## src/cache_macros.svh

```systemverilog
`ifndef CACHE_MACROS_SVH
`define CACHE_MACROS_SVH

// one word per line and byte addresses of that same width
`define CACHE_DATA_W 32
`define CACHE_SET_W 2
`define CACHE_TAG_W (`CACHE_DATA_W - `CACHE_SET_W - 2)

// 256 words of backing store, decoded from address bits 9..2
`define CACHE_MEM_AW 8
`define CACHE_WAYS 2

`endif

```

## src/rtl/cache_pkg.sv

```systemverilog
`include "cache_macros.svh"

package cache_pkg;

    typedef enum logic {
        OP_READ  = 1'b0,
        OP_WRITE = 1'b1
    } cache_op_e;

    typedef struct packed {
        logic                     valid;
        cache_op_e                op;
        logic [`CACHE_TAG_W-1:0]  tag;
        logic [`CACHE_SET_W-1:0]  set;
        logic [`CACHE_DATA_W-1:0] wdata;
        logic [3:0]               byte_en;
    } mem_req_t;

    typedef struct packed {
        logic                     dirty;
        logic                     valid;
        logic [`CACHE_TAG_W-1:0]  tag;
        logic [`CACHE_DATA_W-1:0] data;
    } cache_way_t;

    // way0 always holds the most recently allocated line
    typedef struct packed {
        cache_way_t way0;
        cache_way_t way1;
    } cache_set_t;

    typedef struct packed {
        mem_req_t                         req;
        cache_set_t                       line;
        logic                             hit;
        logic [$clog2(`CACHE_WAYS)-1:0]   hit_way;
    } lookup_t;

    typedef struct packed {
        logic                     valid;
        logic [`CACHE_DATA_W-1:0] addr;
        logic [`CACHE_DATA_W-1:0] data;
    } writeback_t;

endpackage

```

## src/rtl/tag_lookup.sv

```systemverilog
`timescale 1ns/1ps
`include "cache_macros.svh"

module tag_lookup (
    input  logic                    CLK,
    input  logic                    RST,
    input  cache_pkg::mem_req_t     req,
    output logic [`CACHE_SET_W-1:0] rd_set,
    input  cache_pkg::cache_set_t   rd_line,
    input  logic                    fwd_en,
    input  logic [`CACHE_SET_W-1:0] fwd_set,
    input  cache_pkg::cache_set_t   fwd_line,
    output cache_pkg::lookup_t      lookup
);

    cache_pkg::cache_set_t cur_line;
    logic                  use_fwd;
    logic                  hit0;
    logic                  hit1;

    assign rd_set = req.set;

    // the set being written at the coming edge is newer than the array copy
    assign use_fwd  = fwd_en && (fwd_set == req.set);
    assign cur_line = use_fwd ? fwd_line : rd_line;

    assign hit0 = req.valid && cur_line.way0.valid && (cur_line.way0.tag == req.tag);
    assign hit1 = req.valid && cur_line.way1.valid && (cur_line.way1.tag == req.tag);

    always_ff @(posedge CLK or posedge RST) begin
        if (RST) begin
            lookup <= '0;
        end else begin
            lookup.req  <= req;
            lookup.line <= cur_line;
            lookup.hit  <= hit0 | hit1;
            // a tag lives in at most one way, so way 1 only when way 0 missed
            lookup.hit_way <= hit1 & ~hit0;
        end
    end

endmodule

```

## config.mk

```make
export PLATFORM = sky130hd
export DESIGN_NAME = tag_lookup
export DESIGN_NICKNAME = d
export VERILOG_FILES = /design/src/rtl/cache_pkg.sv /design/src/rtl/tag_lookup.sv
export VERILOG_INCLUDE_DIRS = /design/src
export SDC_FILE = /design/constraint.sdc
export NUM_CORES = 1
export LEC_CHECK = 0
export ABC_AREA = 1
export BUFFER_PORTS_ARGS = -buffer_cell sky130_fd_sc_hd__buf_2
export CORE_AREA = 2 2 201 203
export CTS_BUF_LIST = sky130_fd_sc_hd__clkbuf_8
export DETAILED_ROUTE_END_ITERATION = 16
export DIE_AREA = 0 0 203 205
export PLACE_DENSITY_LB_ADDON = 0.25
export SYNTH_ARGS = -nofsm -noshare
export SYNTH_HDL_FRONTEND = slang
export SYNTH_SLANG_ARGS = --single-unit
```

## constraint.sdc

```tcl
create_clock -name CLK -period 6.6 [get_ports CLK]
set_clock_uncertainty 0.2 [all_clocks]
set_input_delay 0.66 -clock CLK [delete_from_list [all_inputs] [get_ports CLK]]
set_output_delay 0.66 -clock CLK [all_outputs]
set_load 0.005 [all_outputs]
```

==> metrics.cfg <==
[clock_network]
clkSlewWorstSetupHoldPaths_ps=110
cts_root_buffer=clkbuf_8
clkSinkCount=194
cts_tree=yes
cts_resized=0
cts_made_buffers=17
htree_levels=4
clk_path_buf_depth=2

[placed_design]
hpwl_mm=30.0
port-buffer-count=516
place.gp.congestion=0.870
dpl_worst_slack_ps=2540
dp.cells=1959

[power_and_ir_drop]
powerDensity_nw_per_um2=216
p_leak_nw=6.87
ir_worst_vdd_uv=126

[sta]
worst_pin_slew_ps=868
final_max_slew_viol_count=0
setup_violations=0
finalCritPeriodShare_pct=51.8
fin_ws_ps=3180
slew_headroom_pct=42.1
min_period_ps=3420
fmax_mhz=292
fin_setup_tns_ps=0
grt_setup_unrepaired=false
hold_violations=0

[final_layout]
final_nets=1811
largest-register=lookup
top_regs=lookup: 194 flops
stdcell_count=2032
fillers=4351
layout-drive-gt1-share_pct=37.4
syn_to_final_growth_pct=48.5
largest_reg_flops=194

[logic_synthesis]
syn-instance-count=948
netlist_area_sq_um=7950
synth_top_area_share_pct=61.0
synth_nets=1269
seq_area_frac_synth_pct=61.0
synth_area_leaders=dfrtp_1, nand2_1, nand3_1, inv_1, nor2_1
ys_types=20
yosysWarnings=0
synth_seq_cells=194
synth_top_area_cell=dfrtp_1
syn_area_per_cell_sq_um=8.39

[route]
dr.pass1.iters=5
route.detailed.drc=0
vias=8161
drt_wl_total_mm=37.0
drtIter0Drc=305
wl_per_cell_microns=18.2
avgViaCountPerCell=4.02
detail-route-antenna-nets=0

[min_path]
hold_class=in -> async

[critical_path]
cp_max_fo=66
worst_setup_path_end_kind=flop
critPathLaunchType=input pin
startpoint=req[36]
cp_data_required_time_ps=6830
crit_arrival_ps=3650
crit_type=in -> reg

[floorplan]
die_h_microns=205
fp.dieW_microns=203
coreArea_sq_um=39400
start_util_pct=20.2
rows=73
die_area_sq_um=41600
io_pins=517

[flow_run]
maxCapViolCount=0

[global_routing]
grt_antenna_before_repair=8
grt_pass1_wl_mm=52.8
grt_pass1_vias=8233
overflow=0
grt.total_usage_pct=17.6
grt_max_degree=108

[status]
outcome=finished, final reports clean

## synthesized netlist by cell type, drive strengths merged
cell type,count
nand4,4
dfrtp,194
o21ai,2
clkbuf,6
and2,1
buf,30
inv,100
nor2,35
a21oi,1
nand3,131
nand3b,5
nand2,439
## metal layers
layer  vias up  global-route usage (%)  share of wire, %
li1       3965                       -                 -
met3        33                    6.27               8.9
met4         2                    5.50               2.1
met2       371                    30.6                50
met1      3790                    20.2                39
met5         -                       0             0.027
## metrics by stage
stage | total power [mW] | hold WS [ps] | util (%) | cell area, sq um
5_1_grt | 2.71 | 17.9 | 30.0 | 11800
2_1_floorplan | 1.51 | 491 | - | 7950
6_report | 2.56 | 62.8 | 30.0 | 11800
4_1_cts | 2.61 | 15.6 | 30.0 | 11800
3_5_place_dp | 1.80 | 569 | 28.1 | 11100
3_3_place_gp | 1.80 | 569 | 28.1 | 11100
## cell families after synthesis
group,share of synthesized area (%)
and+or+nand+nor,31.7
DFF,61.0
buffers and inverters,7.08
AOI/OAI and AO/OA,0.189
## worst max-delay path: stages
cell and delay, ps:
buf_2 90, inv_1 60, a21oi_1 220, nand3_4 620, inv_2 470, buf_4 590, nand2_1 140, nand2_1 120
nand2_1 50, nand2_1 50, nand3_1 70, nor2_1 130, nand2_1 80, nor2_1 100, nor2_1 50
## path summary, 6_finish.rpt
path,end,slack [ps]
min,lookup[152],60
max in group asynchronous,lookup[174],4660
max,lookup[0],3180
min in group CLK,lookup[162],70
## repair_timing
action | 4_1_cts | 5_1_grt
hold buffers | 37 | 0
buffers inserted | 0 | 0
endpoints found under the hold margin | 37 | 0
## power by group
group          leakage [nW]  switching [mW]  total [mW]  internal, mW
Clock                 0.180           0.495       0.778         0.282
Sequential             2.28          0.0228        1.29          1.27
Combinational          4.41           0.285       0.485         0.201
Total                  6.87           0.803        2.56          1.75
## layout make-up
class,instances,area (sq um),share of cell area [%]
Inverter,100,383,3.24
Tap cell,525,657,5.56
Timing Repair Buffer,559,3000,25.4
Multi-Input combinational cell,618,2540,21.5
Clock inverter,14,120,1.02
Sequential cell,194,4850,41.1
Antenna cell,4,10.0,0.0847
Clock buffer,18,248,2.10
## placed cells by master (no fill, tap or decap), types with 5 or more instances in the layout
cell type / count
buf_2: 516
nand2_1: 438
dfrtp_1: 194
nand3_1: 130
inv_1: 96
dlygate4sd3_1: 37
nor2_1: 33
clkbuf_8: 18
buf_4: 6
nand3b_1: 5
inv_8: 5
No activity file was read; power rests on OpenSTA's default activity.
