==> config.mk <==
export PLATFORM = sky130hd
export DESIGN_NAME = set_array
export DESIGN_NICKNAME = d
export VERILOG_FILES = /design/src/rtl/cache_pkg.sv /design/src/rtl/set_array.sv
export VERILOG_INCLUDE_DIRS = /design/src
export SDC_FILE = /design/constraint.sdc
export NUM_CORES = 1
export LEC_CHECK = 0
export BUFFER_PORTS_ARGS = -buffer_cell sky130_fd_sc_hd__buf_2
export CAP_MARGIN = 20
export CORE_ASPECT_RATIO = 1.25
export CORE_UTILIZATION = 58
export CTS_CLUSTER_DIAMETER = 50
export DETAILED_ROUTE_END_ITERATION = 16
export PLACE_DENSITY = 0.88
export SLEW_MARGIN = 5
export SYNTH_ARGS = -nofsm -noshare
export SYNTH_HDL_FRONTEND = slang
export SYNTH_SLANG_ARGS = --single-unit
==> constraint.sdc <==
create_clock -name CLK -period 20.7 [get_ports CLK]
set_input_delay 4.14 -clock CLK [delete_from_list [all_inputs] [get_ports CLK]]
set_output_delay 4.14 -clock CLK [all_outputs]
set_load 0.005 [all_outputs]
==> src/cache_macros.svh <==
`ifndef CACHE_MACROS_SVH
`define CACHE_MACROS_SVH

// one word per line and byte addresses of that same width
`define CACHE_DATA_W 32
`define CACHE_SET_W 2
`define CACHE_TAG_W (`CACHE_DATA_W - `CACHE_SET_W - 2)

// 256 words of backing store, decoded from address bits 9..2
`define CACHE_MEM_AW 8
`define CACHE_WAYS 2

`endif

==> src/rtl/cache_pkg.sv <==
`include "cache_macros.svh"

package cache_pkg;

    typedef enum logic {
        OP_READ  = 1'b0,
        OP_WRITE = 1'b1
    } cache_op_e;

    typedef struct packed {
        logic                     valid;
        cache_op_e                op;
        logic [`CACHE_TAG_W-1:0]  tag;
        logic [`CACHE_SET_W-1:0]  set;
        logic [`CACHE_DATA_W-1:0] wdata;
        logic [3:0]               byte_en;
    } mem_req_t;

    typedef struct packed {
        logic                     dirty;
        logic                     valid;
        logic [`CACHE_TAG_W-1:0]  tag;
        logic [`CACHE_DATA_W-1:0] data;
    } cache_way_t;

    // way0 always holds the most recently allocated line
    typedef struct packed {
        cache_way_t way0;
        cache_way_t way1;
    } cache_set_t;

    typedef struct packed {
        mem_req_t                         req;
        cache_set_t                       line;
        logic                             hit;
        logic [$clog2(`CACHE_WAYS)-1:0]   hit_way;
    } lookup_t;

    typedef struct packed {
        logic                     valid;
        logic [`CACHE_DATA_W-1:0] addr;
        logic [`CACHE_DATA_W-1:0] data;
    } writeback_t;

endpackage

==> src/rtl/set_array.sv <==
`timescale 1ns/1ps
`include "cache_macros.svh"

module set_array (
    input  logic                    CLK,
    input  logic                    RST,
    input  logic [`CACHE_SET_W-1:0] rd_set,
    output cache_pkg::cache_set_t   rd_line,
    input  logic                    wr_en,
    input  logic [`CACHE_SET_W-1:0] wr_set,
    input  cache_pkg::cache_set_t   wr_line
);

    localparam int NUM_SETS = 2 ** `CACHE_SET_W;

    cache_pkg::cache_set_t sets [NUM_SETS];

    // reset leaves every way invalid and clean
    always_ff @(posedge CLK or posedge RST) begin
        if (RST) begin
            for (int i = 0; i < NUM_SETS; i++) begin
                sets[i] <= '0;
            end
        end else if (wr_en) begin
            sets[wr_set] <= wr_line;
        end
    end

    assign rd_line = sets[rd_set];

endmodule

==> impl_results.md <==
- Outcome: finished clean
- Setup TNS: 0 ns
- Worst reg2reg setup slack: 19.84 ns
- Detailed Route WL: 43,900 um
- Ports: 255
- Most common cell after layout, fill and taps aside: dfrtp_1
- Post-CTS Hold Buffers: 0
- DR WL/cell: 22.3 um
- Fmax: 94.4 MHz
- First-pass GRT wire length: 71,700 um
- DR top layer: met5
- Vias in the first global route: 13,170
- Hold depth: 1
- PD cells: 103 nW/um^2
- Share of the synthesized area in the top cell type: 0.584
- Worst-Margin Slew: 1.00 ns
- NumNets Final: 1,577
- M1 WL: 17,800 um
- Largest net degree at the start of global routing: 133
- Reg-to-Reg End: sets[402]
- Synth Area per Inst: 17.7 um^2
- Startpoint Class: input port
- Clk_skew: 0 ns
- Vias per inst: 5.95
- CTS buffer count: 48
- Initial Utilization: 0.587
- Core area: 36,200 um^2
- Setup WS post-layout: 10.11 ns
- Period utilization: 0.512
- Slew headroom: 0.331
- PortBufs: 254
- Setup bufs post-CTS: 0
- Reg-to-Reg Start: sets[402]
- Vias: 11,695
- Antenna-violating nets left: 0
- Final setup viols: 0
- Die width: 173 um
- Synthesis-stage register bit count: 496
- Worst min path class: register to register
- Fill cells: 2,374
- Max clock buf depth: 3
- First DRT Iteration DRCs: 457
- RSZ-0062 raised after global routing: false
- Worst path cell trace: buf_6 > buf_4 > mux4_2 > buf_2
- Clock transition at path regs: 0.06 ns
- Row count: 78
- GPL Wtd Cong: 0.733
- Biggest regs: sets: 496 flops
- H-tree depth: 2
- Peak per-stage delay on the critical path: 0.87 ns
- WP data arrival: 6.45 ns
- Met2 WL: 22,700 um
- Multi-input logic area: 8430 um^2
- Die area: 37,400 um^2
- Area Overhead vs Synth: 15.1%
- Clk sinks: 496
- Yosys Warn Count: 0
- Critical path class: input port to output pin
- Critical path peak fanout: 73
- Fin crit period: 10.59 ns
- Worst VDD drop: 0.0737 mV
- Netlist cell types: 11
- Hold Vio Cnt, Final: 0
- Worst reg2reg path depth: 1
- Total power: 2.52 mW
- Drt pass-1 iters: 4
- Remaining DRCs: 0
- All-Layer GR Usage: 0.245
- Pre-CTS setup slack: 10.08 ns
- Number of max-cap violations: 0
- Root Buffer: clkbuf_16
- Sequential cell area: 12,400 um^2
- Static leakage: 10.7 nW
- Max-slew violations: 0
- CTS tree: done
- WHS: 0.481 ns
- Syn Nets: 1,332
- Clk Latency, worst-skew pair: 0.55 ns
- HP Start: sets[392]
- Final design utilization: 0.676
- Hold Path End: sets[392]
- Sequential-to-total area share from yosys stat: 0.584
- Max FFs per register: 496
- Crit-path slowest cell: buf_4
- DR WL met3: 2020 um
- Gate Count Post-Synth: 1,201
- Share of cells above drive strength 1: 0.611
- Synthesized area: 21,300 um^2
- Die height: 216 um
- Synth area leader: dfrtp_1
- Critical Path End Type: output pin
- Register with the most flip-flops: sets
- CP required: 16.56 ns
- GR Overflow Total: 0
- Largest cells by area after synthesis: dfrtp_1 (58%), mux2_2 (23%), mux4_2 (13%)
- Initial antenna violation count: 9
- Commonest non-fill, non-tap cells in the layout: dfrtp_1 (496), mux2_2 (436), buf_2 (252), mux4_2 (124), mux2_1 (60)
- Dpl hpwl: 26,200 um
- Gates resized, CTS repair: 0
## cell usage after synthesis
| library cell | instances |
|---|---|
| nand3b_1 | 2 |
| buf_4 | 12 |
| inv_1 | 1 |
| dfrtp_1 | 496 |
| mux2_1 | 60 |
| nor3b_2 | 1 |
| buf_1 | 1 |
| buf_2 | 67 |
| mux2_2 | 436 |
| mux4_2 | 124 |
| nand3_1 | 1 |
## critical path: cells and delay by family
| family | cells | cell delay, ns |
|---|---|---|
| mux | 1 | 0.61 |
| buf+inv | 3 | 1.64 |
## metrics by stage
stage	area, um^2	std cells
floorplan	21300	1201
global placement	22900	1873
detailed placement	22900	1873
CTS	24400	1956
global route	24500	1966
finish	24500	1967
## layout make-up
cell class | instances | share of cell area
Inverter | 1 | 0.000460
Timing Repair Buffer | 275 | 0.0614
Sequential cell | 496 | 0.507
Multi-Input combinational cell | 624 | 0.344
Clock inverter | 8 | 0.00383
Antenna cell | 8 | 0.000818
Clock buffer | 75 | 0.0574
Tap cell | 480 | 0.0245
## where the power goes
group	total, mW	switching, mW	internal (mW)
Sequential	1.25	0.0919	1.15
Combinational	0.439	0.167	0.272
Clock	0.839	0.351	0.488
## logic make-up (layout without fill, tap and decap cells)
group | after synthesis | after routing | synth area share
muxes | 620 | 620 | 0.394
DFF | 496 | 496 | 0.584
buffers and inverters | 81 | 359 | 0.0204
and+or+nand+nor | 4 | 4 | 0.00153
other | 0 | 8 | 0
## worst max path at each step
stage / from / endpoint / slack (ns)
3_3_place_gp: rd_set[0] / rd_line[121] / 10.11
5_1_grt: rd_set[0] / rd_line[121] / 9.98
2_1_floorplan: RST / sets[0] / 2.71
3_5_place_dp: rd_set[0] / rd_line[102] / 10.08
6_report: rd_set[0] / rd_line[121] / 10.11
4_1_cts: rd_set[0] / rd_line[121] / 10.07
## metal layers
metal / up-vias / track usage
met5: - / 0
met2: 268 / 0.414
met3: 87 / 0.0462
li1: 5033 / -
met1: 6303 / 0.314
met4: 4 / 0.0962
(Power assumes the default switching activity.)
