## config.mk

```make
export PLATFORM = sky130hd
export DESIGN_NAME = line_update
export DESIGN_NICKNAME = d
export VERILOG_FILES = /design/src/rtl/cache_pkg.sv /design/src/rtl/line_update.sv
export VERILOG_INCLUDE_DIRS = /design/src
export SDC_FILE = /design/constraint.sdc
export NUM_CORES = 1
export LEC_CHECK = 0
export BUFFER_PORTS_ARGS = -buffer_cell sky130_fd_sc_hd__buf_2
export CAP_MARGIN = 25
export CELL_PAD_IN_SITES_DETAIL_PLACEMENT = 1
export CELL_PAD_IN_SITES_GLOBAL_PLACEMENT = 1
export CORE_AREA = 4 4 176 178
export CTS_CLUSTER_SIZE = 14
export DETAILED_ROUTE_END_ITERATION = 12
export DIE_AREA = 0 0 180 182
export PLACE_DENSITY = 0.77
export SLEW_MARGIN = 30
export SYNTH_ARGS = -nofsm -noshare
export SYNTH_HDL_FRONTEND = slang
export SYNTH_SLANG_ARGS = --single-unit
```

## constraint.sdc

```tcl
create_clock -name CLK -period 3.52 [get_ports CLK]
set_clock_uncertainty 0.05 [all_clocks]
set_input_delay 0.704 -clock CLK [delete_from_list [all_inputs] [get_ports CLK]]
set_output_delay 0.704 -clock CLK [all_outputs]
set_load 0.005 [all_outputs]
```

## src/cache_macros.svh

```systemverilog
`ifndef CACHE_MACROS_SVH
`define CACHE_MACROS_SVH

// one word per line and byte addresses of that same width
`define CACHE_DATA_W 32
`define CACHE_SET_W 2
`define CACHE_TAG_W (`CACHE_DATA_W - `CACHE_SET_W - 2)

// 256 words of backing store, decoded from address bits 9..2
`define CACHE_MEM_AW 8
`define CACHE_WAYS 2

`endif

```

## src/rtl/cache_pkg.sv

```systemverilog
`include "cache_macros.svh"

package cache_pkg;

    typedef enum logic {
        OP_READ  = 1'b0,
        OP_WRITE = 1'b1
    } cache_op_e;

    typedef struct packed {
        logic                     valid;
        cache_op_e                op;
        logic [`CACHE_TAG_W-1:0]  tag;
        logic [`CACHE_SET_W-1:0]  set;
        logic [`CACHE_DATA_W-1:0] wdata;
        logic [3:0]               byte_en;
    } mem_req_t;

    typedef struct packed {
        logic                     dirty;
        logic                     valid;
        logic [`CACHE_TAG_W-1:0]  tag;
        logic [`CACHE_DATA_W-1:0] data;
    } cache_way_t;

    // way0 always holds the most recently allocated line
    typedef struct packed {
        cache_way_t way0;
        cache_way_t way1;
    } cache_set_t;

    typedef struct packed {
        mem_req_t                         req;
        cache_set_t                       line;
        logic                             hit;
        logic [$clog2(`CACHE_WAYS)-1:0]   hit_way;
    } lookup_t;

    typedef struct packed {
        logic                     valid;
        logic [`CACHE_DATA_W-1:0] addr;
        logic [`CACHE_DATA_W-1:0] data;
    } writeback_t;

endpackage

```

## src/rtl/line_update.sv

```systemverilog
`timescale 1ns/1ps
`include "cache_macros.svh"

module line_update (
    input  logic                     CLK,
    input  logic                     RST,
    input  cache_pkg::lookup_t       lookup,
    output logic                     wr_en,
    output logic [`CACHE_SET_W-1:0]  wr_set,
    output cache_pkg::cache_set_t    wr_line,
    output logic [`CACHE_MEM_AW-1:0] fill_addr,
    input  logic [`CACHE_DATA_W-1:0] fill_data,
    output cache_pkg::writeback_t    wb,
    output logic                     resp_valid,
    output logic                     hit,
    output logic [`CACHE_DATA_W-1:0] rd
);

    cache_pkg::mem_req_t      req;
    cache_pkg::cache_set_t    old_line;
    cache_pkg::cache_set_t    new_line;
    cache_pkg::writeback_t    victim;
    logic                     is_write;
    logic [`CACHE_DATA_W-1:0] base_word;
    logic [`CACHE_DATA_W-1:0] new_word;

    function automatic logic [`CACHE_DATA_W-1:0] merge_bytes(
        input logic [`CACHE_DATA_W-1:0] old_word,
        input logic [`CACHE_DATA_W-1:0] wr_word,
        input logic [3:0]               be
    );
        logic [`CACHE_DATA_W-1:0] result;
        result = old_word;
        for (int b = 0; b < 4; b++) begin
            if (be[b]) begin
                result[b*8 +: 8] = wr_word[b*8 +: 8];
            end
        end
        return result;
    endfunction

    assign req      = lookup.req;
    assign old_line = lookup.line;
    assign is_write = (req.op == cache_pkg::OP_WRITE);

    // word address of the requested line, bits 9..2 of the byte address
    assign fill_addr = {req.tag[`CACHE_MEM_AW-`CACHE_SET_W-1:0], req.set};

    always_comb begin
        if (!lookup.hit) begin
            base_word = fill_data;
        end else if (lookup.hit_way != '0) begin
            base_word = old_line.way1.data;
        end else begin
            base_word = old_line.way0.data;
        end
        new_word = is_write ? merge_bytes(base_word, req.wdata, req.byte_en) : base_word;

        new_line = old_line;
        victim   = '0;
        if (lookup.hit) begin
            if (lookup.hit_way != '0) begin
                new_line.way1.data  = new_word;
                new_line.way1.dirty = old_line.way1.dirty | is_write;
            end else begin
                new_line.way0.data  = new_word;
                new_line.way0.dirty = old_line.way0.dirty | is_write;
            end
        end else begin
            // allocate into way 0 and push the older line down
            new_line.way1       = old_line.way0;
            new_line.way0.valid = 1'b1;
            new_line.way0.dirty = is_write;
            new_line.way0.tag   = req.tag;
            new_line.way0.data  = new_word;
            victim.valid = req.valid && old_line.way1.valid && old_line.way1.dirty;
            victim.addr  = {old_line.way1.tag, req.set, 2'b00};
            victim.data  = old_line.way1.data;
        end
    end

    assign wr_en   = req.valid;
    assign wr_set  = req.set;
    assign wr_line = new_line;

    always_ff @(posedge CLK or posedge RST) begin
        if (RST) begin
            resp_valid <= 1'b0;
            hit        <= 1'b0;
            rd         <= '0;
            wb         <= '0;
        end else begin
            resp_valid <= req.valid;
            hit        <= req.valid & lookup.hit;
            wb         <= victim;
            if (req.valid) begin
                rd <= new_word;
            end
        end
    end

endmodule

```

==> results by group <==
Status
  – Outcome: completed

Power
  – Leak pwr: 4.986 nW
  – Clock share of power: 31.1%
  – IR drop worst, VDD: 0.2579 mV
  – Total design power: 3.364 mW
  – Switch Pwr: 1.112 mW
  – Reg power frac: 36.8%
  – Combinational power share: 32.1%
  – Total power density per cell area: 339.3 nW/um^2
  – Cell-internal power: 2.252 mW
  – Switching Fraction: 33.06%

Synth
  – Area share of the largest cell type after synthesis: 34.19%
  – Synthesized flop and latch total: 97
  – Average cell area after synthesis: 10.06 sq um
  – Sequential-to-total area share from yosys stat: 34.19%
  – Post-synth cell types: 36
  – Cell count after synthesis: 706
  – Biggest area contributors in the synthesized netlist: dfrtp_1 34%, mux2i_1 9.0%, mux2_1 7.9%, a221oi_2 6.3%, nor2b_1 5.5%
  – YS warnings: 0
  – Total standard cell area after synthesis: 7099 sq um
  – Cell accounting for the most synthesized area: dfrtp_1

Placement
  – Final weighted congestion of routability-driven global placement: 0.9274
  – Placed cell area: 9605 sq um
  – Placed insts: 1498
  – Sum of net half-perimeters after detailed placement: 28.04 mm
  – Number of buffers added on ports: 459

Cells and area
  – Net count reported at finish: 1347
  – Layout fillers: 3596
  – Post-layout instance count excluding filler cells: 1518
  – Final Instance Area: 9915 sq um
  – Layout-stage area growth over the synthesis result: 39.65%
  – Layout cell share with drive strength beyond 1: 50.62%

Worst setup path
  – CP max stage cell: o21ai_2
  – Cell family with the largest share of critical-path delay: compound AO/OA/AOI/OAI gates
  – Worst R2R Path Depth: 2
  – Setup slack of the worst register-to-register path: 2.71 ns
  – Worst R2R Start: rd[31]
  – Worst Path Class, Setup: primary input to output port
  – CP max FO: 37
  – CP endpoint: wr_line[85]
  – Crit Reg-Reg Endpoint: rd[31]
  – Setup crit start: lookup[192]
  – Buffer and inverter count on the worst path: 2
  – Crit path DAT: 2.30 ns
  – Delay contributed by the slowest stage of the critical path: 0.46 ns
  – Type of destination of the critical path: output port
  – Startpoint kind of the worst setup timing path: primary input
  – Path length in cells of the critical path: 5
  – CP cell instances: buf_4 > nand2_2 > o21ai_2 > o221a_2 > buf_2
  – Critical path data required time: 2.77 ns

Global routing
  – Maximum number of pins on one net before global-route repair: 64
  – Initial antenna violation count: 6
  – Wire length of the first global-routing pass: 51.75 mm
  – Total track usage: 20.33%
  – Total gr overflow: 0
  – Number of global-route vias before repair: 8162

Timing
  – Smallest hold slack: 0.3869 ns
  – Max-Slew Margin vs Limit: 52.46%
  – Final hold violation count: 0
  – Slew at the pin closest to its max-slew limit: 0.7131 ns
  – Fraction of the cycle the final worst path needs: 86.87%
  – Highest attainable clock frequency: 327.0 MHz
  – Max-slew violations: 0
  – RSZ-0062 raised after global routing: false
  – Total negative slack: 0 ns
  – Final Setup Violations: 0
  – Post-layout minimum cycle time: 3.058 ns

Clocking
  – Maximum root-to-sink buffer count: 2
  – Number of sinks on the clock net: 97
  – Maximum level of the CTS H-tree: 3
  – TritonCTS Buffers: 9
  – TritonCTS clock tree: done
  – Worst-Skew Late Latency: 0.35 ns
  – Clock transition at the registers of the reported paths: 0.07 ns
  – Hold-fix buffers at CTS: 0
  – Clock tree root driver cell: clkbuf_16
  – Post-CTS resize count: 0
  – Post-CTS setup buffers: 0

Run
  – Max-cap violations: 0

Detailed routing
  – Detailed-route DRC error count: 0
  – Final wirelength: 34.92 mm
  – Number of iterations in the first detailed-routing pass: 4
  – Total vias in the final route: 7555
  – Post-detailed-route wirelength per cell: 23.00 um
  – Via count normalized by instance count: 4.977
  – Number of violations reported at the end of detailed-routing iteration 0: 249
  – Remaining antenna violation count after routing: 0

Die
  – Initial core utilization: 24.15%
  – Horiz. Die Dim: 180 um
  – Die height: 182 um
  – Total core area: 29400 sq um
  – Row count: 63
  – Area of the die: 32760 sq um
  – Count of pins on the block boundary: 462

Hold path
  – Path category of the worst min-delay check: primary input to asynchronous set/reset pin
[synth_stat cells]
master / instances
a21o_1: 1
a21o_4: 3
a21oi_1: 66
a21oi_2: 3
a21oi_4: 1
a221oi_1: 2
a221oi_2: 30
a22o_1: 1
and3b_1: 32
and4_1: 1
buf_1: 4
buf_2: 27
buf_4: 22
buf_6: 10
clkbuf_1: 11
conb_1: 1
dfrtp_1: 97
inv_1: 2
inv_2: 1
mux2_1: 50
mux2_2: 7
mux2i_1: 64
nand2_1: 1
nand2_2: 5
nand2b_1: 1
nand3_4: 4
nor2_1: 65
nor2b_1: 62
o21ai_1: 32
o21ai_2: 2
o21ai_4: 2
o221a_1: 12
o221a_2: 20
o22ai_1: 32
or2_0: 6
or2_1: 26
[metrics by stage]
stage	setup WS, ns	utilization [%]
detailed placement	0.4894	32.67
CTS	0.4845	33.68
floorplan	0.2323	-
global placement	0.5559	32.67
finish	0.4623	33.72
global route	0.3883	33.71
[metal layers]
metal / wire (um) / vias to the layer above / track usage (%)
met1: 13560 / 3730 / 23.28
met2: 17640 / 334 / 35.85
li1: - / 3435 / -
met5: 13 / - / 0
met3: 2433 / 54 / 5.529
met4: 1277 / 2 / 8.382
[worst min path at each step]
stage	start	endpoint	slack, ns	cells past startpoint
floorplan	rd[24]	rd[24]	0.49	2
finish	RST	wb[40]	0.39	2
CTS	RST	wb[26]	0.51	2
global placement	rd[24]	rd[24]	0.48	2
detailed placement	rd[25]	rd[25]	0.51	2
global route	RST	wb[40]	0.43	2
[logic make-up (layout without fill, tap and decap cells)]
kind of cell	after synthesis	count (layout)	share of synthesized area, %
AOI/OAI and AO/OA	207	207	23.56
and+or+nand+nor	203	203	17.36
muxes	121	121	18.06
DFF	97	97	34.19
buffers and inverters	77	494	6.768
other	1	6	0.05282
[power groups by stage]
stage                     combinational [mW]  clock, mW  sequential [mW]
after floorplan                        0.521          0             1.27
after global placement                  1.07          0             1.26
after detailed placement                1.09          0             1.26
after CTS                               1.09       1.09             1.24
after global routing                    1.17       1.13             1.25
final                                   1.08       1.05             1.24
[registers in the layout (all words and copies together), names as in the netlist]
signal and flops:
hit 1, resp_valid 1, rd 32, wb 63
[final cells by class]
| type | count | area, sq um | area share, % |
|---|---|---|---|
| sequential | 97 | 2427 | 24.48 |
| tap | 390 | 488.0 | 4.922 |
| antenna | 4 | 10.01 | 0.1010 |
| clock inverter | 5 | 53.80 | 0.5427 |
| clock buffer | 11 | 242.7 | 2.448 |
| inverter | 3 | 16.27 | 0.1641 |
| timing repair buffer | 475 | 2481 | 25.03 |
| multi-input combinational | 533 | 4195 | 42.31 |
[layout by cell type, fill, tap and decap left out, drive strengths merged]
cell type and n:
a21o 4, a21oi 70, a221oi 32, a22o 1, and3b 32, and4 1
buf 475, bufinv 1, clkbuf 11, clkinv 3, conb 2, dfrtp 97
diode 4, inv 4, mux2 57, mux2i 64, nand2 6, nand2b 1
nand3 4, nor2 65, nor2b 62, o21ai 36, o221a 32, o22ai 32
or2 32
No activity file was read; power rests on OpenSTA's default activity.
