==> src/cache_macros.svh <==
`ifndef CACHE_MACROS_SVH
`define CACHE_MACROS_SVH

// one word per line and byte addresses of that same width
`define CACHE_DATA_W 32
`define CACHE_SET_W 2
`define CACHE_TAG_W (`CACHE_DATA_W - `CACHE_SET_W - 2)

// 256 words of backing store, decoded from address bits 9..2
`define CACHE_MEM_AW 8
`define CACHE_WAYS 2

`endif

==> src/rtl/cache_pkg.sv <==
`include "cache_macros.svh"

package cache_pkg;

    typedef enum logic {
        OP_READ  = 1'b0,
        OP_WRITE = 1'b1
    } cache_op_e;

    typedef struct packed {
        logic                     valid;
        cache_op_e                op;
        logic [`CACHE_TAG_W-1:0]  tag;
        logic [`CACHE_SET_W-1:0]  set;
        logic [`CACHE_DATA_W-1:0] wdata;
        logic [3:0]               byte_en;
    } mem_req_t;

    typedef struct packed {
        logic                     dirty;
        logic                     valid;
        logic [`CACHE_TAG_W-1:0]  tag;
        logic [`CACHE_DATA_W-1:0] data;
    } cache_way_t;

    // way0 always holds the most recently allocated line
    typedef struct packed {
        cache_way_t way0;
        cache_way_t way1;
    } cache_set_t;

    typedef struct packed {
        mem_req_t                         req;
        cache_set_t                       line;
        logic                             hit;
        logic [$clog2(`CACHE_WAYS)-1:0]   hit_way;
    } lookup_t;

    typedef struct packed {
        logic                     valid;
        logic [`CACHE_DATA_W-1:0] addr;
        logic [`CACHE_DATA_W-1:0] data;
    } writeback_t;

endpackage

==> src/rtl/req_capture.sv <==
`timescale 1ns/1ps
`include "cache_macros.svh"

module req_capture (
    input  logic                     CLK,
    input  logic                     RST,
    input  logic                     mem_read,
    input  logic                     mem_write,
    input  logic [`CACHE_DATA_W-1:0] addr,
    input  logic [`CACHE_DATA_W-1:0] wdata,
    input  logic [3:0]               byte_en,
    output cache_pkg::mem_req_t      req
);

    logic strobe;

    assign strobe = mem_read | mem_write;

    always_ff @(posedge CLK or posedge RST) begin
        if (RST) begin
            req <= '0;
        end else begin
            req.valid <= strobe;
            // a write wins when both strobes are raised together
            if (mem_write) begin
                req.op <= cache_pkg::OP_WRITE;
            end else begin
                req.op <= cache_pkg::OP_READ;
            end
            req.tag     <= addr[`CACHE_DATA_W-1:`CACHE_SET_W+2];
            req.set     <= addr[`CACHE_SET_W+1:2];
            req.wdata   <= wdata;
            req.byte_en <= byte_en;
        end
    end

endmodule

==> config.mk <==
export PLATFORM = sky130hd
export DESIGN_NAME = req_capture
export DESIGN_NICKNAME = d
export VERILOG_FILES = /design/src/rtl/cache_pkg.sv /design/src/rtl/req_capture.sv
export VERILOG_INCLUDE_DIRS = /design/src
export SDC_FILE = /design/constraint.sdc
export NUM_CORES = 1
export LEC_CHECK = 0
export BUFFER_PORTS_ARGS = -buffer_cell sky130_fd_sc_hd__buf_4
export CELL_PAD_IN_SITES_DETAIL_PLACEMENT = 1
export CELL_PAD_IN_SITES_GLOBAL_PLACEMENT = 1
export CORE_MARGIN = 2
export CORE_UTILIZATION = 28
export CTS_CLUSTER_DIAMETER = 60
export DETAILED_ROUTE_END_ITERATION = 12
export GPL_TIMING_DRIVEN = 0
export PLACE_DENSITY = 0.79
export SETUP_SLACK_MARGIN = 0.4
export SYNTH_ARGS = -nofsm -noshare
export SYNTH_HDL_FRONTEND = slang
export SYNTH_SLANG_ARGS = --single-unit
==> constraint.sdc <==
create_clock -name CLK -period 2.4 [get_ports CLK]
set_input_delay 0.36 -clock CLK [delete_from_list [all_inputs] [get_ports CLK]]
set_output_delay 0.36 -clock CLK [all_outputs]
set_load 0.05 [all_outputs]
==> results.py, run 1 <==
metrics = {
    "setup_path": {
        "cp_top_family": "flip-flops",
        "cp.depth": 1,
        "crit_end": "req[36]",
        "max_stage_delay_ns": 0.38,
        "cp_cell_sequence": "buf_4",
        "cp-start-kind": "flop",
        "path_class": "flop to output pin",
        "crit_fanout": 1,
        "worst-path-buf-inv": 1,
        "crit_slowest_cell": "dfrtp_1",
        "startpoint": "req[36]",
        "critPathCaptureType": "output pin",
        "required_ns": 2.04,
        "cp.arrival_ns": 0.89,
    },
    "finish": {
        "regMostFlops": "req",
        "finalInstanceArea_mm2": 0.00301,
        "reg_top3": "req: 68 flops",
        "fill_cells": 623,
        "nets": 291,
        "multiInputGateArea_um2": 6.26,
        "antenna_cells": 0,
        "seqCellArea_mm2": 0.00170,
        "layout_common_cells": "137 x buf_4, 68 x dfrtp_1, 9 x clkbuf_8",
        "syn_to_final_growth_pct": 75.7,
        "drive_gt1_share_pct": 67.7,
        "largest_register_ffs": 68,
        "final_common_cell": "buf_4",
    },
    "grt": {
        "met1_usage_pct": 12.5,
        "track_usage_pct": 12.2,
        "gr-max-usage-layer": "met2",
        "grt_util_met2_pct": 20.5,
        "grt_pass1_vias": 1225,
        "grt_overflow": 0,
        "grt_max_degree": 69,
        "antenna_found_initial": 0,
        "global_route.usage.met3_pct": 5.98,
        "grt_pass1_wl_um": 5890,
    },
    "power": {
        "p_int_mw": 1.72,
        "power_frac_clock_pct": 30.8,
        "pwr-share-comb_pct": 17.8,
        "power_leakage_nw": 1.54,
        "swShare_pct": 27.7,
        "power_frac_seq_pct": 51.4,
        "p_per_area_mw_per_mm2": 790,
        "p_switching_mw": 0.659,
        "ir_drop_v": 0.000362,
    },
    "timing": {
        "rsz0062_at_grt": "false",
        "fin_crit_ns": 1.25,
        "final.period_utilization_pct": 52.0,
        "hold_ws_ns": 0.101,
        "slew_headroom_pct": 63.1,
        "setup_slack_ns": 1.15,
        "tightest_slew_ns": 0.552,
        "slew_viol_final": 0,
        "setup_tns_ns": 0,
        "clock.fmax_mhz": 801,
        "setup_viol": 0,
        "hold_viol": 0,
    },
    "die": {
        "die_h_um": 82.2,
        "ios": 140,
        "initial_utilization_pct": 28.9,
        "die_area_mm2": 0.00675,
        "core_area_mm2": 0.00592,
        "row_count": 28,
        "die-width_um": 82.2,
    },
    "place": {
        "place_area_mm2": 0.00284,
        "pre_cts_ws_ns": 0.817,
        "gp_congestion": 0.646,
        "io_buffers": 137,
    },
    "clocking": {
        "cts_setup_buffers": 0,
        "clock_path_buffers": 2,
        "clkSlewWorstSetupHoldPaths_ns": 0.06,
        "clock-root-buffer": "clkbuf_8",
        "cts_sinks": 68,
        "cts_hold_buf": 0,
        "cts_tree": "built",
        "cts_max_level": 3,
        "post_cts_resize_count": 0,
        "cts_made_buffers": 9,
    },
    "logic_synthesis": {
        "yosys_register_bits": 68,
        "syn_inst": 70,
        "yosysWarnings": 0,
        "synth-compound-area-share_pct": 0,
        "synth_xor_area_share_pct": 0,
        "synth_top_family_by_area": "simple AND/OR/NAND/NOR gates",
        "synth_area_per_cell_um2": 24.5,
        "synthMuxAreaShare_pct": 0,
        "synth_area_mm2": 0.00171,
        "ys_seq_area_share_pct": 99.4,
        "synth-simple-area-share_pct": 0.365,
        "synth_fa_ha_area_share_pct": 0,
        "syn_nets": 142,
        "synth_cell_types": 3,
    },
    "routing": {
        "firstDrtPassIters": 4,
        "drtIter0Drc": 12,
        "vias": 1172,
        "ant_nets": 0,
        "drc": 0,
        "vias_per_cell": 3.93,
        "routedWlPerCell_um": 14.3,
        "wl_um": 4260,
    },
    "job": {
        "cap_viol_max_count": 0,
    },
    "min_path": {
        "hold_path_class": "input pin to asynchronous set/reset pin",
    },
    "run_status": {
        "outcome": "finished, final reports clean",
    },
}
-- cell families after synthesis --
logic type	after synthesis
flip-flops	68
AND/OR/NAND/NOR	1
buffers and inverters	1
-- worst min-delay path by stage --
stage | end | slack, ns | cells after the start
2_1_floorplan | req[0] | 0.39 | 0
3_3_place_gp | req[44] | 0.47 | 1
3_5_place_dp | req[45] | 0.47 | 1
4_1_cts | req[42] | 0.12 | 1
5_1_grt | req[42] | 0.11 | 1
6_report | req[25] | 0.10 | 2
-- synth_stat cells, drive strengths merged --
cell type / count / share of area [%]
or2: 1 / 0.37
dfrtp: 68 / 99
inv: 1 / 0.22
-- metrics by stage --
step / utilization (%) / instances / power (mW)
6_report: 50.8 / 298 / 2.38
2_1_floorplan: - / 70 / 1.47
5_1_grt: 50.8 / 298 / 2.50
3_5_place_dp: 47.9 / 282 / 1.67
3_3_place_gp: 47.9 / 282 / 1.66
4_1_cts: 50.5 / 297 / 2.42
-- per-layer routing --
metal	share of wire [%]	routed length (um)
met1	33	1400
met2	55	2330
met3	12	490
met4	0.70	30
met5	0	0
-- area by class of cell --
class | count | area share [%]
flip-flops and latches | 68 | 56.6
repair buffers | 138 | 34.9
clock buffers | 12 | 4.49
well taps | 75 | 3.12
clock inverters | 3 | 0.499
inverters | 1 | 0.250
multi-input cells | 1 | 0.208
-- power by group through the flow --
stage | Clock [mW] | Combinational (mW) | Sequential [mW]
4_1_cts | 0.777 | 0.426 | 1.22
2_1_floorplan | 0 | 0.0176 | 1.45
3_3_place_gp | 0 | 0.420 | 1.24
6_report | 0.732 | 0.424 | 1.22
5_1_grt | 0.832 | 0.443 | 1.23
3_5_place_dp | 0 | 0.425 | 1.24
No activity file was read; power rests on OpenSTA's default activity.
==> inputs of run 2 (changes only) <==
--- a/config.mk
+++ b/config.mk
@@ -10,11 +10,11 @@
 export CELL_PAD_IN_SITES_DETAIL_PLACEMENT = 1
 export CELL_PAD_IN_SITES_GLOBAL_PLACEMENT = 1
 export CORE_MARGIN = 2
-export CORE_UTILIZATION = 28
+export CORE_UTILIZATION = 26
 export CTS_CLUSTER_DIAMETER = 60
 export DETAILED_ROUTE_END_ITERATION = 12
 export GPL_TIMING_DRIVEN = 0
-export PLACE_DENSITY = 0.79
+export PLACE_DENSITY = 0.77
 export SETUP_SLACK_MARGIN = 0.4
 export SYNTH_ARGS = -nofsm -noshare
 export SYNTH_HDL_FRONTEND = slang
==> constraint.sdc (replaced) <==
create_clock -name CLK -period 1 [get_ports CLK]
set_input_delay 0.15 -clock CLK [delete_from_list [all_inputs] [get_ports CLK]]
set_output_delay 0.15 -clock CLK [all_outputs]
set_load 0.05 [all_outputs]
==> run 2 against run 1 <==
  * Power rose to 2.9 times the previous value
  * Utilization up 13 points
  * Die area up 7.3%
  * Critical path depth unchanged
  * Routed wire length up 44%
  * Global-route usage up 5.7 points
  * Clock-buffer cell count down 1
  * The flow now finishes with violations (negative hold slack, negative setup slack)
  * Clock power rose to 3.4 times the previous value
  * Worst hold slack worse by 0.26 ns
  * Worst setup slack worse by 1.2 ns
==> results.py, run 2 (same netlist as run 1, synthesis figures left out) <==
metrics = {
    "run_status": {
        "outcome": "finished with violations",
        "violations": "negative hold slack, negative setup slack",
    },
    "place": {
        "io_buffers": 137,
        "place_area_mm2": 0.00286,
        "dp_hpwl_um": 3530,
        "gp_congestion": 0.691,
    },
    "clocking": {
        "clkSlewWorstSetupHoldPaths_ns": 0.07,
        "cts_sinks": 68,
        "cts_setup_buffers": 0,
        "clock_path_buffers": 2,
        "cts_hold_buf": 67,
        "cts_made_buffers": 9,
        "cts_max_level": 3,
        "clock-root-buffer": "clkbuf_8",
        "cts_tree": "built",
    },
    "grt": {
        "grt_pass1_wl_um": 9460,
        "track_usage_pct": 17.9,
        "grt_overflow": 0,
        "grt_pass1_vias": 1774,
        "antenna_found_initial": 0,
        "grt_max_degree": 38,
    },
    "die": {
        "initial_utilization_pct": 27.0,
        "die_h_um": 85.1,
        "die-width_um": 85.1,
        "die_area_mm2": 0.00725,
        "row_count": 29,
        "core_area_mm2": 0.00635,
        "ios": 140,
    },
    "finish": {
        "fin_util_pct": 63.5,
        "finalInstanceArea_mm2": 0.00403,
        "drive_gt1_share_pct": 53.3,
        "largest_register_ffs": 68,
        "regMostFlops": "req",
        "nets": 359,
        "final_common_cell": "buf_4",
        "layout_common_cells": "69 x buf_4, 68 x buf_6, 68 x dfrtp_1",
        "syn_to_final_growth_pct": 135,
        "antenna_cells": 0,
        "reg_top3": "req: 68 flops",
    },
    "setup_path": {
        "max_stage_delay_ns": 0.41,
        "required_ns": 0.85,
        "cp-start-kind": "flop",
        "crit_fanout": 1,
        "cp_top_family": "flip-flops",
        "crit_slowest_cell": "dfrtp_1",
        "worst-path-buf-inv": 1,
        "cp_cell_sequence": "buf_6",
        "path_class": "flop to output pin",
        "critPathCaptureType": "output pin",
        "cp.arrival_ns": 0.90,
    },
    "power": {
        "power_mw": 6.81,
        "power_frac_clock_pct": 36.7,
        "ir_drop_v": 0.00105,
        "power_leakage_nw": 1.99,
        "swShare_pct": 26.0,
        "power_frac_seq_pct": 43.5,
        "p_per_area_mw_per_mm2": 1690,
        "p_switching_mw": 1.77,
        "p_int_mw": 5.03,
        "pwr-share-comb_pct": 19.8,
    },
    "timing": {
        "slew_headroom_pct": 52.1,
        "fin_crit_ns": 1.05,
        "hold_ws_ns": -0.162,
        "setup_slack_ns": -0.0453,
        "final.period_utilization_pct": 105,
        "hold_viol": 31,
        "rsz0062_at_grt": "true",
        "setup_tns_ns": -0.791,
        "clock.fmax_mhz": 957,
        "setup_viol": 62,
        "tightest_slew_ns": 0.714,
        "slew_viol_final": 0,
    },
    "routing": {
        "routedWlPerCell_um": 16.6,
        "drtIter0Drc": 31,
        "drc": 0,
        "vias": 1441,
        "wl_um": 6120,
        "vias_per_cell": 3.92,
        "firstDrtPassIters": 2,
        "ant_nets": 0,
    },
    "job": {
        "cap_viol_max_count": 0,
    },
    "min_path": {
        "hold_path_class": "input pin to asynchronous set/reset pin",
    },
}
run 2: cell types whose count changed in the layout (fill, tap and decap cells not counted), sizes merged:
cell	previous run	this run
bufinv	0	2
clkbuf	12	11
clkinv	3	1
clkinvlp	1	3
dlygate4sd3	0	61
dlymetal6s4s	0	6
run 2: stage by stage:
| stage | setup WS [ns] | instances |
|---|---|---|
| finish | -0.0453 | 368 |
| global route | -0.0914 | 368 |
| floorplan | 0.108 | 70 |
| CTS | -0.0696 | 367 |
| global placement | -0.328 | 284 |
| detailed placement | 0.0571 | 285 |
run 2: path summary, 6_finish.rpt:
| kind | startpoint | cells after the start | endpoint | slack [ns] |
|---|---|---|---|---|
| worst max-delay path | req[13] | 1 | req[13] | -0.05 |
| worst min-delay path | RST | 2 | req[49] | -0.16 |
| max in group asynchronous | RST | 3 | req[54] | 0.66 |
| min in group CLK | mem_read | 2 | req[67] | 0.03 |
run 2: cell type report:
class / count / area [um2]
Clock inverter: 4 / 72.6
Tap cell: 77 / 96.3
Multi-Input combinational cell: 1 / 6.26
Inverter: 1 / 7.51
Fill cell: 576 / 2320
Timing Repair Buffer: 205 / 1990
Sequential cell: 68 / 1700
Timing Repair inverter: 1 / 5.00
Clock buffer: 11 / 151
run 2: timing repair:
action / 4_1_cts / 5_1_grt
setup endpoints to repair: 68 / 111
pin swaps: 0 / 0
cloned: 0 / 1
resized for setup: 68 / 6
endpoints found under the hold margin: 98 / 31
run 2: power groups by stage:
stage	Clock (mW)	Sequential (mW)	Combinational, mW
after global routing	2.73	2.97	1.41
final	2.50	2.96	1.35
after floorplan	0	3.49	0.0422
after detailed placement	0	2.98	1.03
after CTS	2.58	2.96	1.34
after global placement	0	2.98	1.01
run 2: layer usage:
layer,share of wire [%],GRT usage (%),up-vias
li1,-,-,646
met5,0,0,-
met4,0.95,5.19,0
met2,57,32.2,81
met1,33,18.7,709
met3,9.1,8.27,5
==> inputs of run 3 (changes only) <==
==> constraint.sdc (replaced) <==
create_clock -name CLK -period 0.9 [get_ports CLK]
set_input_delay 0.135 -clock CLK [delete_from_list [all_inputs] [get_ports CLK]]
set_output_delay 0.135 -clock CLK [all_outputs]
set_load 0.05 [all_outputs]
==> run 3 against run 2 <==
  * The flow still finishes with violations (negative hold slack, negative setup slack)
  * Worst setup slack got worse by 0.084 ns
  * Cell count down 18%
  * Power increased by 7.1%
  * Utilization down 11 points
  * Non-clock buffer count down 67
  * Flip-flop and latch count unchanged
  * Sequential power increased by 11%
  * First-iteration DRC count is 39% lower
  * Critical path depth stayed put
  * Combinational power down 8%
==> results.py, run 3 (same netlist as run 1, synthesis figures left out) <==
metrics = {
    "place": {
        "pre_cts_ws_ns": -0.0279,
        "placedCellCount": 285,
        "dp_hpwl_um": 3530,
        "gp_congestion": 0.691,
        "io_buffers": 137,
    },
    "setup_path": {
        "path_class": "flop to output pin",
        "required_ns": 0.76,
        "critPathCaptureType": "output pin",
        "crit_fanout": 1,
        "cp-start-kind": "flop",
        "cp_top_family": "flip-flops",
        "cp.arrival_ns": 0.89,
        "max_stage_delay_ns": 0.41,
        "cp_cell_sequence": "buf_6",
        "crit_slowest_cell": "dfrtp_1",
        "worst-path-buf-inv": 1,
    },
    "timing": {
        "clock.fmax_mhz": 972,
        "hold_ws_ns": -0.186,
        "setup_slack_ns": -0.129,
        "setup_viol": 68,
        "tightest_slew_ns": 0.724,
        "slew_viol_final": 0,
        "setup_tns_ns": -6.04,
        "rsz0062_at_grt": "true",
        "slew_headroom_pct": 51.5,
        "hold_viol": 98,
        "final.period_utilization_pct": 114,
        "fin_crit_ns": 1.03,
    },
    "routing": {
        "wl_um": 4640,
        "drtIter0Drc": 19,
        "ant_nets": 0,
        "wl_met2_um": 2350,
        "routedWlPerCell_um": 15.4,
        "drc": 0,
        "wl_met1_um": 1680,
        "vias_per_cell": 3.89,
        "top_layer": "met4",
        "vias": 1172,
        "firstDrtPassIters": 4,
        "dr_wl_met3_um": 554,
    },
    "finish": {
        "largest_register_ffs": 68,
        "final_common_cell": "buf_4",
        "fill_cells": 616,
        "drive_gt1_share_pct": 69.2,
        "fin_cells": 301,
        "reg_top3": "req: 68 flops",
        "antenna_cells": 0,
        "nets": 292,
        "layout_common_cells": "69 x buf_4, 68 x buf_6, 68 x dfrtp_1",
        "syn_to_final_growth_pct": 95.4,
        "fin_util_pct": 52.7,
        "regMostFlops": "req",
    },
    "power": {
        "power_leakage_nw": 1.66,
        "power_mw": 7.29,
        "p_per_area_mw_per_mm2": 2180,
        "ir_drop_v": 0.00107,
    },
    "die": {
        "initial_utilization_pct": 27.0,
        "die_h_um": 85.1,
        "ios": 140,
        "row_count": 29,
        "die_area_mm2": 0.00725,
        "die-width_um": 85.1,
        "core_area_mm2": 0.00635,
    },
    "job": {
        "cap_viol_max_count": 0,
    },
    "grt": {
        "grt_pass1_vias": 1442,
        "track_usage_pct": 13.9,
        "grt_pass1_wl_um": 7330,
        "grt_max_degree": 38,
        "grt_overflow": 0,
        "antenna_found_initial": 0,
    },
    "clocking": {
        "cts_max_level": 3,
        "cts_tree": "built",
        "clock_path_buffers": 2,
        "clock-root-buffer": "clkbuf_8",
        "cts_made_buffers": 9,
        "clkSlewWorstSetupHoldPaths_ns": 0.07,
        "cts_sinks": 68,
        "cts_setup_buffers": 0,
    },
    "run_status": {
        "violations": "negative hold slack, negative setup slack",
        "outcome": "finished with violations",
    },
    "min_path": {
        "hold_path_class": "input pin to asynchronous set/reset pin",
    },
}
## run 3: layout make-up
type / count / area [um2] / area share (%)
inverter: 1 / 7.51 / 0.224
timing repair inverter: 1 / 5.00 / 0.150
timing repair buffer: 138 / 1300 / 39.0
clock inverter: 4 / 72.6 / 2.17
sequential: 68 / 1700 / 50.9
multi-input combinational: 1 / 6.26 / 0.187
clock buffer: 11 / 151 / 4.53
tap: 77 / 96.3 / 2.88
## run 3: what timing repair did
action                     in CTS  in global routing
gates resized for setup        68                  0
hold endpoints to repair       99                 99
setup endpoints to repair     105                 68
gates cloned                    1                  0
## run 3: worst max-delay path by stage
stage | depth (start not counted) | start | slack (ns) | endpoint
after detailed placement | 3 | RST | -0.03 | req[29]
after global placement | 2 | RST | -0.41 | req[41]
final | 1 | req[13] | -0.13 | req[13]
after global routing | 1 | req[13] | -0.17 | req[13]
after floorplan | 1 | RST | 0.02 | req[0]
after CTS | 1 | req[13] | -0.15 | req[13]
## run 3: routing by layer
metal  vias to the layer above  global-route usage [%]
li1                        513                       -
met1                       573                    15.7
met2                        81                    21.7
met3                         5                    8.17
met4                         0                    5.19
met5                         -                       0
## run 3: power breakdown
group | internal, mW | total [mW] | switching (mW)
clock network | 1.69 | 2.77 | 1.08
logic | 0.495 | 1.24 | 0.740
registers | 3.21 | 3.28 | 0.0734
## run 3: per-stage QoR
stage | hold WS [ns] | area (um2)
final | -0.186 | 3340
after global routing | -0.185 | 3340
after CTS | -0.186 | 3340
after detailed placement | 0.245 | 2860
after global placement | 0.244 | 2840
after floorplan | 0.166 | 1720
